==> src/exec_defines.svh <==
// data width, tag width and unit depth macros for the execution cluster
`ifndef EXEC_DEFINES_SVH
`define EXEC_DEFINES_SVH

// datapath width
`define EXEC_XLEN 32

// destination tag carried with each operation
`define EXEC_TAG_W 6

// multiplier pipeline depth
`define EXEC_MUL_STAGES 3

// one quotient bit per divider step
`define EXEC_DIV_STEPS 32

`endif

==> src/exec_pkg.sv <==
// operation and unit-select enums shared by the execution cluster
package exec_pkg;

    // operations understood by the back end
    typedef enum logic [3:0] {
        op_add  = 4'd0,
        op_sub  = 4'd1,
        op_and  = 4'd2,
        op_or   = 4'd3,
        op_xor  = 4'd4,
        op_sll  = 4'd5,
        op_srl  = 4'd6,
        op_sra  = 4'd7,
        op_slt  = 4'd8,
        op_sltu = 4'd9,
        op_mul  = 4'd10,
        op_mulh = 4'd11,
        op_div  = 4'd12,
        op_divu = 4'd13,
        op_rem  = 4'd14,
        op_remu = 4'd15
    } exec_op_e;

    // execution unit targets
    typedef enum logic [1:0] {
        unit_alu = 2'd0,
        unit_mul = 2'd1,
        unit_div = 2'd2
    } exec_unit_e;

endpackage

==> src/issue_register.sv <==
// issue-to-execute register holding one operation and routing it to a unit
`include "exec_defines.svh"

module issue_register
    import exec_pkg::*;
(
    input  logic                   clk,
    input  logic                   reset,
    input  logic                   flush,
    input  logic                   issue_valid,
    output logic                   issue_ready,
    input  exec_op_e               issue_op,
    input  logic [`EXEC_TAG_W-1:0] issue_tag,
    input  logic [`EXEC_XLEN-1:0]  issue_pc,
    input  logic [`EXEC_XLEN-1:0]  issue_src1,
    input  logic [`EXEC_XLEN-1:0]  issue_src2,
    output logic                   alu_start,
    output logic                   mul_start,
    output logic                   div_start,
    input  logic                   alu_ready,
    input  logic                   mul_ready,
    input  logic                   div_ready,
    output exec_op_e               ex_op,
    output logic [`EXEC_TAG_W-1:0] ex_tag,
    output logic [`EXEC_XLEN-1:0]  ex_pc,
    output logic [`EXEC_XLEN-1:0]  ex_src1,
    output logic [`EXEC_XLEN-1:0]  ex_src2
);
    logic       occupied;
    logic       unit_ready;
    logic       taken;
    logic       load;
    exec_unit_e unit_sel;

    always_comb begin
        case (ex_op)
            op_mul, op_mulh:                  unit_sel = unit_mul;
            op_div, op_divu, op_rem, op_remu: unit_sel = unit_div;
            default:                          unit_sel = unit_alu;
        endcase
    end

    always_comb begin
        case (unit_sel)
            unit_mul: unit_ready = mul_ready;
            unit_div: unit_ready = div_ready;
            default:  unit_ready = alu_ready;
        endcase
    end

    assign alu_start = occupied && (unit_sel == unit_alu);
    assign mul_start = occupied && (unit_sel == unit_mul);
    assign div_start = occupied && (unit_sel == unit_div);

    // refill when empty or when the held op leaves this cycle
    assign taken       = occupied && unit_ready;
    assign issue_ready = !occupied || taken;
    assign load        = issue_valid && issue_ready;

    always_ff @(posedge clk or posedge reset) begin
        if (reset) begin
            occupied <= 1'b0;
        end else if (flush) begin
            occupied <= 1'b0;
        end else if (load) begin
            occupied <= 1'b1;
        end else if (taken) begin
            occupied <= 1'b0;
        end
    end

    always_ff @(posedge clk) begin
        if (load) begin
            ex_op   <= issue_op;
            ex_tag  <= issue_tag;
            ex_pc   <= issue_pc;
            ex_src1 <= issue_src1;
            ex_src2 <= issue_src2;
        end
    end

endmodule

==> src/alu_unit.sv <==
// single-cycle integer ALU with one registered result slot
`include "exec_defines.svh"

module alu_unit
    import exec_pkg::*;
(
    input  logic                   clk,
    input  logic                   reset,
    input  logic                   flush,
    input  logic                   start,
    output logic                   ready,
    input  exec_op_e               op,
    input  logic [`EXEC_TAG_W-1:0] tag,
    input  logic [`EXEC_XLEN-1:0]  pc,
    input  logic [`EXEC_XLEN-1:0]  src1,
    input  logic [`EXEC_XLEN-1:0]  src2,
    output logic                   done,
    output logic [`EXEC_TAG_W-1:0] res_tag,
    output logic [`EXEC_XLEN-1:0]  res_value,
    output logic [`EXEC_XLEN-1:0]  res_pc,
    input  logic                   grant
);
    logic                  slot_valid;
    logic                  accept;
    logic [4:0]            shamt;
    logic [`EXEC_XLEN-1:0] result;

    assign shamt  = src2[4:0];
    assign ready  = !slot_valid || grant;
    assign accept = start && ready && !flush;
    assign done   = slot_valid;

    always_comb begin
        case (op)
            op_add:  result = src1 + src2;
            op_sub:  result = src1 - src2;
            op_and:  result = src1 & src2;
            op_or:   result = src1 | src2;
            op_xor:  result = src1 ^ src2;
            op_sll:  result = src1 << shamt;
            op_srl:  result = src1 >> shamt;
            op_sra:  result = $signed(src1) >>> shamt;
            op_slt:  result = {{(`EXEC_XLEN-1){1'b0}}, $signed(src1) < $signed(src2)};
            op_sltu: result = {{(`EXEC_XLEN-1){1'b0}}, src1 < src2};
            default: result = '0;
        endcase
    end

    // slot empties on grant unless a new result replaces it
    always_ff @(posedge clk or posedge reset) begin
        if (reset) begin
            slot_valid <= 1'b0;
        end else if (flush) begin
            slot_valid <= 1'b0;
        end else if (accept) begin
            slot_valid <= 1'b1;
        end else if (grant) begin
            slot_valid <= 1'b0;
        end
    end

    always_ff @(posedge clk) begin
        if (accept) begin
            res_tag   <= tag;
            res_value <= result;
            res_pc    <= pc;
        end
    end

endmodule

==> src/mul_unit.sv <==
// three-stage signed multiplier returning the low or high product word
`include "exec_defines.svh"

module mul_unit
    import exec_pkg::*;
(
    input  logic                   clk,
    input  logic                   reset,
    input  logic                   flush,
    input  logic                   start,
    output logic                   ready,
    input  exec_op_e               op,
    input  logic [`EXEC_TAG_W-1:0] tag,
    input  logic [`EXEC_XLEN-1:0]  pc,
    input  logic [`EXEC_XLEN-1:0]  src1,
    input  logic [`EXEC_XLEN-1:0]  src2,
    output logic                   done,
    output logic [`EXEC_TAG_W-1:0] res_tag,
    output logic [`EXEC_XLEN-1:0]  res_value,
    output logic [`EXEC_XLEN-1:0]  res_pc,
    input  logic                   grant
);
    localparam int STAGES = `EXEC_MUL_STAGES;
    localparam int LAST   = STAGES - 1;
    localparam int XLEN   = `EXEC_XLEN;

    logic [STAGES-1:0]       stage_valid;
    logic [`EXEC_TAG_W-1:0]  stage_tag [STAGES];
    logic [XLEN-1:0]         stage_pc  [STAGES];
    logic                    advance;
    logic                    accept;
    logic                    s0_hi;
    logic                    s1_hi;
    logic signed [XLEN-1:0]  s0_a;
    logic signed [XLEN-1:0]  s0_b;
    logic signed [2*XLEN-1:0] s1_prod;
    logic [XLEN-1:0]         s2_res;

    // whole pipe stalls behind an ungranted result
    assign advance = !stage_valid[LAST] || grant;
    assign ready   = advance;
    assign accept  = start && advance && !flush;

    assign done      = stage_valid[LAST];
    assign res_tag   = stage_tag[LAST];
    assign res_pc    = stage_pc[LAST];
    assign res_value = s2_res;

    always_ff @(posedge clk or posedge reset) begin
        if (reset) begin
            stage_valid <= '0;
        end else if (flush) begin
            stage_valid <= '0;
        end else if (advance) begin
            stage_valid <= {stage_valid[STAGES-2:0], accept};
        end
    end

    always_ff @(posedge clk) begin
        if (advance) begin
            stage_tag[0] <= tag;
            stage_pc[0]  <= pc;
            for (int i = 1; i < STAGES; i++) begin
                stage_tag[i] <= stage_tag[i-1];
                stage_pc[i]  <= stage_pc[i-1];
            end
            // operand capture, product, word select
            s0_a    <= src1;
            s0_b    <= src2;
            s0_hi   <= (op == op_mulh);
            s1_prod <= s0_a * s0_b;
            s1_hi   <= s0_hi;
            s2_res  <= s1_hi ? s1_prod[2*XLEN-1:XLEN] : s1_prod[XLEN-1:0];
        end
    end

endmodule

==> src/div_unit.sv <==
// iterative restoring divider for signed and unsigned quotient and remainder
`include "exec_defines.svh"

module div_unit
    import exec_pkg::*;
(
    input  logic                   clk,
    input  logic                   reset,
    input  logic                   flush,
    input  logic                   start,
    output logic                   ready,
    input  exec_op_e               op,
    input  logic [`EXEC_TAG_W-1:0] tag,
    input  logic [`EXEC_XLEN-1:0]  pc,
    input  logic [`EXEC_XLEN-1:0]  src1,
    input  logic [`EXEC_XLEN-1:0]  src2,
    output logic                   done,
    output logic [`EXEC_TAG_W-1:0] res_tag,
    output logic [`EXEC_XLEN-1:0]  res_value,
    output logic [`EXEC_XLEN-1:0]  res_pc,
    input  logic                   grant
);
    localparam int XLEN  = `EXEC_XLEN;
    localparam int STEPS = `EXEC_DIV_STEPS;
    localparam int CNT_W = $clog2(STEPS);

    typedef enum logic [1:0] {div_idle, div_run, div_done} div_state_e;

    div_state_e       state;
    logic [CNT_W-1:0] count;
    logic             accept;
    logic             last_step;
    logic             op_signed;
    logic             neg_q;
    logic             neg_r;
    logic             by_zero;
    logic             want_rem;
    logic [XLEN-1:0]  a_mag;
    logic [XLEN-1:0]  b_mag;
    logic [XLEN-1:0]  dividend;
    logic [XLEN-1:0]  divisor;
    logic [XLEN-1:0]  quo;
    logic [XLEN-1:0]  rem;
    logic [XLEN:0]    shifted;
    logic [XLEN:0]    diff;
    logic [XLEN-1:0]  quo_next;
    logic [XLEN-1:0]  rem_next;
    logic [XLEN-1:0]  quo_fix;
    logic [XLEN-1:0]  rem_fix;

    assign op_signed = (op == op_div) || (op == op_rem);
    assign a_mag     = (op_signed && src1[XLEN-1]) ? -src1 : src1;
    assign b_mag     = (op_signed && src2[XLEN-1]) ? -src2 : src2;

    assign ready     = (state == div_idle) || (state == div_done && grant);
    assign accept    = start && ready && !flush;
    assign done      = (state == div_done);
    assign last_step = (count == CNT_W'(STEPS - 1));

    // one restoring step
    assign shifted  = {rem, quo[XLEN-1]};
    assign diff     = shifted - {1'b0, divisor};
    assign rem_next = diff[XLEN] ? shifted[XLEN-1:0] : diff[XLEN-1:0];
    assign quo_next = {quo[XLEN-2:0], !diff[XLEN]};

    // most-negative / -1 already yields the dividend and a zero remainder
    assign quo_fix = by_zero ? '1 : (neg_q ? -quo_next : quo_next);
    assign rem_fix = by_zero ? dividend : (neg_r ? -rem_next : rem_next);

    always_ff @(posedge clk or posedge reset) begin
        if (reset) begin
            state <= div_idle;
            count <= '0;
        end else if (flush) begin
            state <= div_idle;
        end else if (accept) begin
            state <= div_run;
            count <= '0;
        end else if (state == div_run) begin
            count <= count + 1'b1;
            if (last_step) begin
                state <= div_done;
            end
        end else if (state == div_done && grant) begin
            state <= div_idle;
        end
    end

    always_ff @(posedge clk) begin
        if (accept) begin
            dividend <= src1;
            divisor  <= b_mag;
            quo      <= a_mag;
            rem      <= '0;
            by_zero  <= (src2 == '0);
            neg_q    <= op_signed && (src1[XLEN-1] ^ src2[XLEN-1]);
            neg_r    <= op_signed && src1[XLEN-1];
            want_rem <= (op == op_rem) || (op == op_remu);
            res_tag  <= tag;
            res_pc   <= pc;
        end else if (state == div_run) begin
            quo <= quo_next;
            rem <= rem_next;
            if (last_step) begin
                res_value <= want_rem ? rem_fix : quo_fix;
            end
        end
    end

endmodule

==> src/result_arbiter.sv <==
// fixed-priority completion bus arbiter, divider first, then multiplier, then ALU
`include "exec_defines.svh"

module result_arbiter
    import exec_pkg::*;
(
    input  logic                   flush,
    input  logic                   cdb_ready,
    input  logic                   alu_done,
    input  logic [`EXEC_TAG_W-1:0] alu_tag,
    input  logic [`EXEC_XLEN-1:0]  alu_value,
    input  logic [`EXEC_XLEN-1:0]  alu_pc,
    input  logic                   mul_done,
    input  logic [`EXEC_TAG_W-1:0] mul_tag,
    input  logic [`EXEC_XLEN-1:0]  mul_value,
    input  logic [`EXEC_XLEN-1:0]  mul_pc,
    input  logic                   div_done,
    input  logic [`EXEC_TAG_W-1:0] div_tag,
    input  logic [`EXEC_XLEN-1:0]  div_value,
    input  logic [`EXEC_XLEN-1:0]  div_pc,
    output logic                   alu_grant,
    output logic                   mul_grant,
    output logic                   div_grant,
    output logic                   cdb_valid,
    output logic [`EXEC_TAG_W-1:0] cdb_tag,
    output logic [`EXEC_XLEN-1:0]  cdb_value,
    output logic [`EXEC_XLEN-1:0]  cdb_pc
);
    logic       grant_en;
    exec_unit_e sel;

    assign grant_en = cdb_ready && !flush;

    always_comb begin
        if (div_done) begin
            sel = unit_div;
        end else if (mul_done) begin
            sel = unit_mul;
        end else begin
            sel = unit_alu;
        end
    end

    // nothing offered while a flush is in progress
    assign cdb_valid = !flush && (div_done || mul_done || alu_done);

    assign div_grant = grant_en && div_done;
    assign mul_grant = grant_en && mul_done && (sel == unit_mul);
    assign alu_grant = grant_en && alu_done && (sel == unit_alu);

    always_comb begin
        case (sel)
            unit_div: begin
                cdb_tag   = div_tag;
                cdb_value = div_value;
                cdb_pc    = div_pc;
            end
            unit_mul: begin
                cdb_tag   = mul_tag;
                cdb_value = mul_value;
                cdb_pc    = mul_pc;
            end
            default: begin
                cdb_tag   = alu_tag;
                cdb_value = alu_value;
                cdb_pc    = alu_pc;
            end
        endcase
    end

endmodule

==> src/exec_cluster.sv <==
// execution cluster top with issue register, ALU, multiplier, divider and arbiter
`include "exec_defines.svh"

module exec_cluster
    import exec_pkg::*;
(
    input  logic                   clk,
    input  logic                   reset,
    input  logic                   flush,
    input  logic                   issue_valid,
    output logic                   issue_ready,
    input  exec_op_e               issue_op,
    input  logic [`EXEC_TAG_W-1:0] issue_tag,
    input  logic [`EXEC_XLEN-1:0]  issue_pc,
    input  logic [`EXEC_XLEN-1:0]  issue_src1,
    input  logic [`EXEC_XLEN-1:0]  issue_src2,
    input  logic                   cdb_ready,
    output logic                   cdb_valid,
    output logic [`EXEC_TAG_W-1:0] cdb_tag,
    output logic [`EXEC_XLEN-1:0]  cdb_value,
    output logic [`EXEC_XLEN-1:0]  cdb_pc
);
    logic                   alu_start, mul_start, div_start;
    logic                   alu_ready, mul_ready, div_ready;
    logic                   alu_done, mul_done, div_done;
    logic                   alu_grant, mul_grant, div_grant;
    exec_op_e               ex_op;
    logic [`EXEC_TAG_W-1:0] ex_tag, alu_tag, mul_tag, div_tag;
    logic [`EXEC_XLEN-1:0]  ex_pc, ex_src1, ex_src2;
    logic [`EXEC_XLEN-1:0]  alu_value, mul_value, div_value;
    logic [`EXEC_XLEN-1:0]  alu_pc, mul_pc, div_pc;

    issue_register u_issue (
        .clk(clk), .reset(reset), .flush(flush),
        .issue_valid(issue_valid), .issue_ready(issue_ready), .issue_op(issue_op),
        .issue_tag(issue_tag), .issue_pc(issue_pc),
        .issue_src1(issue_src1), .issue_src2(issue_src2),
        .alu_start(alu_start), .mul_start(mul_start), .div_start(div_start),
        .alu_ready(alu_ready), .mul_ready(mul_ready), .div_ready(div_ready),
        .ex_op(ex_op), .ex_tag(ex_tag), .ex_pc(ex_pc),
        .ex_src1(ex_src1), .ex_src2(ex_src2)
    );

    alu_unit u_alu (
        .clk(clk), .reset(reset), .flush(flush),
        .start(alu_start), .ready(alu_ready),
        .op(ex_op), .tag(ex_tag), .pc(ex_pc), .src1(ex_src1), .src2(ex_src2),
        .done(alu_done), .res_tag(alu_tag), .res_value(alu_value), .res_pc(alu_pc),
        .grant(alu_grant)
    );

    mul_unit u_mul (
        .clk(clk), .reset(reset), .flush(flush),
        .start(mul_start), .ready(mul_ready),
        .op(ex_op), .tag(ex_tag), .pc(ex_pc), .src1(ex_src1), .src2(ex_src2),
        .done(mul_done), .res_tag(mul_tag), .res_value(mul_value), .res_pc(mul_pc),
        .grant(mul_grant)
    );

    div_unit u_div (
        .clk(clk), .reset(reset), .flush(flush),
        .start(div_start), .ready(div_ready),
        .op(ex_op), .tag(ex_tag), .pc(ex_pc), .src1(ex_src1), .src2(ex_src2),
        .done(div_done), .res_tag(div_tag), .res_value(div_value), .res_pc(div_pc),
        .grant(div_grant)
    );

    result_arbiter u_arb (
        .flush(flush), .cdb_ready(cdb_ready),
        .alu_done(alu_done), .alu_tag(alu_tag), .alu_value(alu_value), .alu_pc(alu_pc),
        .mul_done(mul_done), .mul_tag(mul_tag), .mul_value(mul_value), .mul_pc(mul_pc),
        .div_done(div_done), .div_tag(div_tag), .div_value(div_value), .div_pc(div_pc),
        .alu_grant(alu_grant), .mul_grant(mul_grant), .div_grant(div_grant),
        .cdb_valid(cdb_valid), .cdb_tag(cdb_tag), .cdb_value(cdb_value), .cdb_pc(cdb_pc)
    );

endmodule

==> config.mk <==
export PLATFORM = sky130hd
export DESIGN_NAME = exec_cluster
export DESIGN_NICKNAME = d
export VERILOG_FILES = /design/src/exec_pkg.sv /design/src/issue_register.sv /design/src/alu_unit.sv /design/src/mul_unit.sv /design/src/div_unit.sv /design/src/result_arbiter.sv /design/src/exec_cluster.sv
export VERILOG_INCLUDE_DIRS = /design/src
export SDC_FILE = /design/constraint.sdc
export NUM_CORES = 2
export LEC_CHECK = 0
export ABC_CLOCK_PERIOD_IN_PS = 21100
export BUFFER_PORTS_ARGS = -buffer_cell sky130_fd_sc_hd__buf_2
export CELL_PAD_IN_SITES_DETAIL_PLACEMENT = 2
export CELL_PAD_IN_SITES_GLOBAL_PLACEMENT = 2
export CORE_AREA = 2 2 541 543
export DETAILED_ROUTE_END_ITERATION = 10
export DIE_AREA = 0 0 543 545
export PLACE_DENSITY_LB_ADDON = 0.1
export REMOVE_ABC_BUFFERS = 1
export SLEW_MARGIN = 40
export SYNTH_ARGS = -nofsm -noshare
export SYNTH_HDL_FRONTEND = slang
export SYNTH_SLANG_ARGS = --single-unit
==> constraint.sdc <==
create_clock -name clk -period 21.1 [get_ports clk]
set_input_delay 1.055 -clock clk [delete_from_list [all_inputs] [get_ports clk]]
set_output_delay 1.055 -clock clk [all_outputs]
set_load 0.02 [all_outputs]
Yosys cells after proc, flatten, opt, wreduce, memory -nomap -nowiden
Memory sizes are Yosys's and may differ from the RTL's. Index checks and enable logic that the tools add are counted.

$mul: 1. Shifts and indexed selects: 3. Reductions and logical operators: 50. Equality and inequality tests: 23. Multiplexer cells: 36. Add/sub/neg operators: 8. Bitwise operators: 6. $lt $le $gt $ge: 2.

Operator list (count): $mux 32 (11); $pmux 32 s10 (1); $neg 32->32 (4); $pmux 32 s2 (2); $lt 32x32->1 (2); $mul 32x32->64 (1); $sub 33x32->33 (1); $add 32x32->32 (1); $and 32x32->32 (1); $eq 4x4->1 const B (8); $logic_not 32->1 (1); $or 32x32->32 (1); $shl 32x5->32 (1); $shr 32x5->32 (1); $sshr 32x5->32 (1); $sub 32x32->32 (1); $xor 32x32->32 (1); $logic_and 1x1->1 (22); $eq 4x3->1 const B (4); $mux 2 (6); $pmux 6 s2 (1); $mux 5 (2); $mux 1 (9); $eq 4x2->1 const B (2); 22 further kinds (44).

Input port bits: 111. Memory bits (writable): 114. Output and inout bits: 72. Flip-flop bits (word level): 552. Memories kept: 2.

Memory list: u_mul.stage_pc (words 3, width 32, read ports 3, clocked after Yosys merged registers in 0, wr ports 3, line mul_unit.sv:29) `logic [XLEN-1:0] stage_pc [STAGES];`; u_mul.stage_tag (words 3, width 6, read ports 3, clocked after Yosys merged registers in 0, wr ports 3, line mul_unit.sv:28) `` logic [`EXEC_TAG_W-1:0] stage_tag [STAGES]; ``.

Depth between registers and ports, before layout
Depth after elaboration: 11. Gate-level depth with buffers: 30. Depth with buffers taken out: 29.

Hierarchy
A second synthesis with hierarchy kept.

Cells, all modules: 7233. Area, all modules: 73193.9 um^2.

By module, submodules not included: mul_unit (cells an instance 4226, times used 1, area an instance 45112.0 um^2); div_unit (cells an instance 1320, times used 1, area an instance 12959.9 um^2); alu_unit (cells an instance 1321, times used 1, area an instance 10181.0 um^2); issue_register (cells an instance 126, times used 1, area an instance 3344.5 um^2); result_arbiter (cells an instance 240, times used 1, area an instance 1596.5 um^2).

Least setup slack after synthesis
OpenSTA, ideal clock, no wires.

Path kind: input port to flip-flop. Start point: in flush. End point: reg u_issue.ex_op[0], enable pin. Setup slack: 3.197 ns. Setup time: 0.477 ns. Stages: 6. Buffers on the path: 0. Arrival: 17.426 ns. Cells stage by stage: nand2b_1 o21ai_1 a211oi_1 a21o_1 nand2_1 and2_1.

Cells in the longest elaborated chain, start to end: 9. Elaborated cells between the ends (all ways): 15. Classes of those cells: 1 x mux; 14 x reduce/logical.

RTL lines: start, declared (line exec_cluster.sv:9) `input logic flush,`; $logic_not 1->1 * (line result_arbiter.sv:32) `assign grant_en = cdb_ready && !flush;`; $logic_and 1x1->1 * (line result_arbiter.sv:32); $logic_and 1x1->1 (on tied branches) (line result_arbiter.sv:49, result_arbiter.sv:47, result_arbiter.sv:48); $logic_and 1x1->1 (on tied branches) (line result_arbiter.sv:49, div_unit.sv:55, result_arbiter.sv:48); $logic_or 1x1->1 (on tied branches) (line alu_unit.sv:29, mul_unit.sv:40, div_unit.sv:55); $pmux 1 s2 * (line issue_register.sv:44) `case (unit_sel)`; $logic_and 1x1->1 * (line issue_register.sv:56) `assign taken = occupied && unit_ready;`; $logic_or 1x1->1 * (line issue_register.sv:57) `assign issue_ready = !occupied || taken;`; net issue_ready (line exec_cluster.sv:11) `output logic issue_ready,`; $logic_and 1x1->1 * (line issue_register.sv:58) `assign load = issue_valid && issue_ready;`; net u_issue.load (line issue_register.sv:32) `logic load;`; end signal, assigned (line issue_register.sv:74) `ex_op <= issue_op;`; end, declared (line issue_register.sv:23) `output exec_op_e ex_op,`.

Mark *: on every way through the listed nets, which the timed path passes. The rest lies on a longest branch. A chain may end at the register's enable or synchronous reset.

Final worst setup path
Start point: reg u_mul.s0_a[31]. End point: reg u_mul.s1_prod[59], data pin.

Cells in the longest elaborated chain, start to end: 1.

RTL lines: start, declared (line mul_unit.sv:34) `logic signed [XLEN-1:0] s0_a;`; start signal, assigned (line mul_unit.sv:68) `s0_a <= src1;`; $mul 32x32->64 (line mul_unit.sv:71) `s1_prod <= s0_a * s0_b;`; end signal, assigned (line mul_unit.sv:71); end, declared (line mul_unit.sv:36) `logic signed [2*XLEN-1:0] s1_prod;`.

Every way passes these cells.

==> out/qor.yml <==
placed_design:
  numPortBuffers: 182
  dpl.hpwl_um: 246000
  gp_congestion: 0.860
critical_path:
  reg2reg_depth: 26
  worstReg2RegEnd: "u_mul.s1_prod[59]$_DFFE_PN_"
  ff2ff_setup_slack_ps: 11390
  r2r_start: "u_mul.s0_a[31]$_DFFE_PN_"
  start_kind: "flip-flop"
  path_class: "flip-flop to flip-flop"
  cp.required_ps: 21600
  critical_path.max_fanout: 32
  cp_data_arrival_time_ps: 10210
  end_kind: "flip-flop"
die:
  die_area_um2: 296000
  start_util_pct: 24.9
  die-width_um: 543
  num_rows: 198
  ios: 183
  die_h_um: 545
  core_um2: 290000
cts:
  cts.clk_slew.worst_paths_ps: 60
  cts_buffers: 88
  cts_resized: 0
  cts_buffer_depth: 3
  clkLatencyLatePin_ps: 760
  cts_tree: "built"
  h-tree-depth: 3
  postCtsSetupBuffers: 0
  ctsHoldBuffers: 0
  cts_sinks: 666
  cts-root-buf: "clkbuf_16"
logic_synthesis:
  async_reset_ff_share_pct: 1.80
  synth_warnings: 0
  ys_types: 91
  syn_avg_cell_area_um2: 10.2
  yosys.area.top_type: "fa_1"
  synth_cells: 7111
  ys_seq_elements: 666
  synth_ff_type: "edfxtp_1"
  synth-edff-count: 622
  synth_top_area_share_pct: 30.0
  ys_seq_area_share_pct: 27.1
  synth_area_um2: 72300
  ys_top_cells_by_area: "fa_1 30%, edfxtp_1 26%, inv_1 6.0%"
final_layout:
  n_fill_cell: 31800
  final_layout_size_suffix_gt1_share_pct: 9.37
  top_register: "u_mul.stage_pc"
  most-common-layout-cells: "1150 x inv_1, 1084 x fa_1, 840 x nand2_1"
  layout_commonest_cell: "inv_1"
  largest_reg_flops: 96
  final_util_pct: 28.1
  layout.nets: 8710
  top_regs: "u_mul.stage_pc x96, u_mul.s1_prod x64"
  synthToLayoutAreaGrowth_pct: 12.6
drt:
  wire_per_inst_um: 27.7
  routed_wirelength_um: 310000
  post_drt_via_cell_ratio: 4.78
  drt_iter0_drc: 3155
  final_antenna_net_count: 0
  first_pass_iters: 5
  drc: 0
  vias: 53400
sta:
  rsz0062_at_grt: "no"
  slew_headroom_pct: 36.3
  fin_crit_sh_pct: 46.0
  fmax_mhz: 103
  final-hold-violation-count: 0
  slew_violations: 0
  setup_viol: 0
  layout_min_cycle_time_ps: 9710
  tightest_slew_ps: 947
  skew_ps: 64.7
flow_run:
  drv_cap: 0
global_route:
  grt_overflow: 0
  grt_pass1_wl_um: 452000
  grt_max_degree: 96
  grtUsageTotal_pct: 21.1
  antenna_found_initial: 41
  grt_pass1_vias: 60800
run_status:
  status: "finished clean"
min_path:
  hp-class: "input port to async pin"
-- layer usage --
| layer | GRT usage [%] | wire, um |
|---|---|---|
| met5 | 0 | 152 |
| met4 | 5.10 | 7800 |
| met3 | 2.06 | 9770 |
| met2 | 36.2 | 150000 |
| met1 | 28.6 | 143000 |
-- cells in the mapped netlist (49+ instances only) --
master,number
ha_1,322
inv_1,1154
fa_1,1085
a21oi_1,247
nor3_1,64
and2_1,514
xnor2_1,156
mux2i_1,138
edfxtp_1,622
mux4_2,53
clkbuf_1,350
nand2_1,840
o21ai_0,335
a21o_1,65
nor2_1,323
xor2_1,49
nand3_1,49
-- area by class of cell --
type	instances	area (um2)	area share, %
antenna	9	22.5	0.0277
tap	3900	4880	5.99
sequential	666	19600	24.1
inverter	1158	4360	5.35
timing repair buffer	383	2500	3.07
clock inverter	57	689	0.847
multi-input combinational	4895	47000	57.8
clock buffer	108	2310	2.83
-- critical path, cell delays in order (launching register included) --
cell and delay (ps):
edfxtp_1 320, buf_4 390, nand2_1 170, inv_1 160, fa_1 460, fa_1 500, fa_1 1020, inv_1 360
fa_1 640, fa_1 440, fa_1 510, fa_1 400, fa_1 510, inv_1 40, ha_1 350, a21o_1 180
a21o_1 170, a21oi_1 450, o211ai_1 390, or2_2 400, o2111ai_1 520, a311oi_1 180, o21ai_0 260, a21o_1 220
nand2b_1 100, a21boi_0 220, xnor2_1 90
-- logic make-up after synthesis --
logic type / count (synthesis) / share of synthesized area (%)
and+or+nand+nor: 1995 / 13.2
adders and majority gates: 1407 / 35.6
DFF: 666 / 27.1
muxes: 229 / 4.15
xor gates and xnor gates: 205 / 2.48
AOI/OAI and AO/OA: 1059 / 9.39
buffers and inverters: 1550 / 8.08
-- metrics by stage --
stage	worst slack (ps)	area, um2	hold WS [ps]	setup TNS (ps)	std cells
final	11390	81400	362	0	11200
after global routing	10920	81400	371	0	11200
after CTS	11420	81400	314	0	11200
after detailed placement	11400	78400	405	0	11000
after global placement	11480	78200	400	0	11000
after floorplan	-252	70800	400	-26700	6719
-- how the worst max path moves through the flow --
| stage | start | endpoint | slack, ps | depth (start not counted) |
|---|---|---|---|---|
| after floorplan | u_div.state[0]$_DFFE_PP0P_ | u_issue.ex_op[0]$_DFFE_PP_ | -250 | 6 |
| after global placement | u_mul.s0_b[2]$_DFFE_PN_ | u_mul.s1_prod[59]$_DFFE_PN_ | 11480 | 26 |
| after detailed placement | u_mul.s0_a[31]$_DFFE_PN_ | u_mul.s1_prod[59]$_DFFE_PN_ | 11400 | 26 |
| after CTS | u_mul.s0_b[2]$_DFFE_PN_ | u_mul.s1_prod[59]$_DFFE_PN_ | 11420 | 26 |
| after global routing | u_mul.s0_a[31]$_DFFE_PN_ | u_mul.s1_prod[59]$_DFFE_PN_ | 10920 | 26 |
| final | u_mul.s0_a[31]$_DFFE_PN_ | u_mul.s1_prod[59]$_DFFE_PN_ | 11390 | 26 |
Power is left out: the tool's default activity adds up to more than one toggle a clock period on the data nets, which glitch-free logic cannot reach.
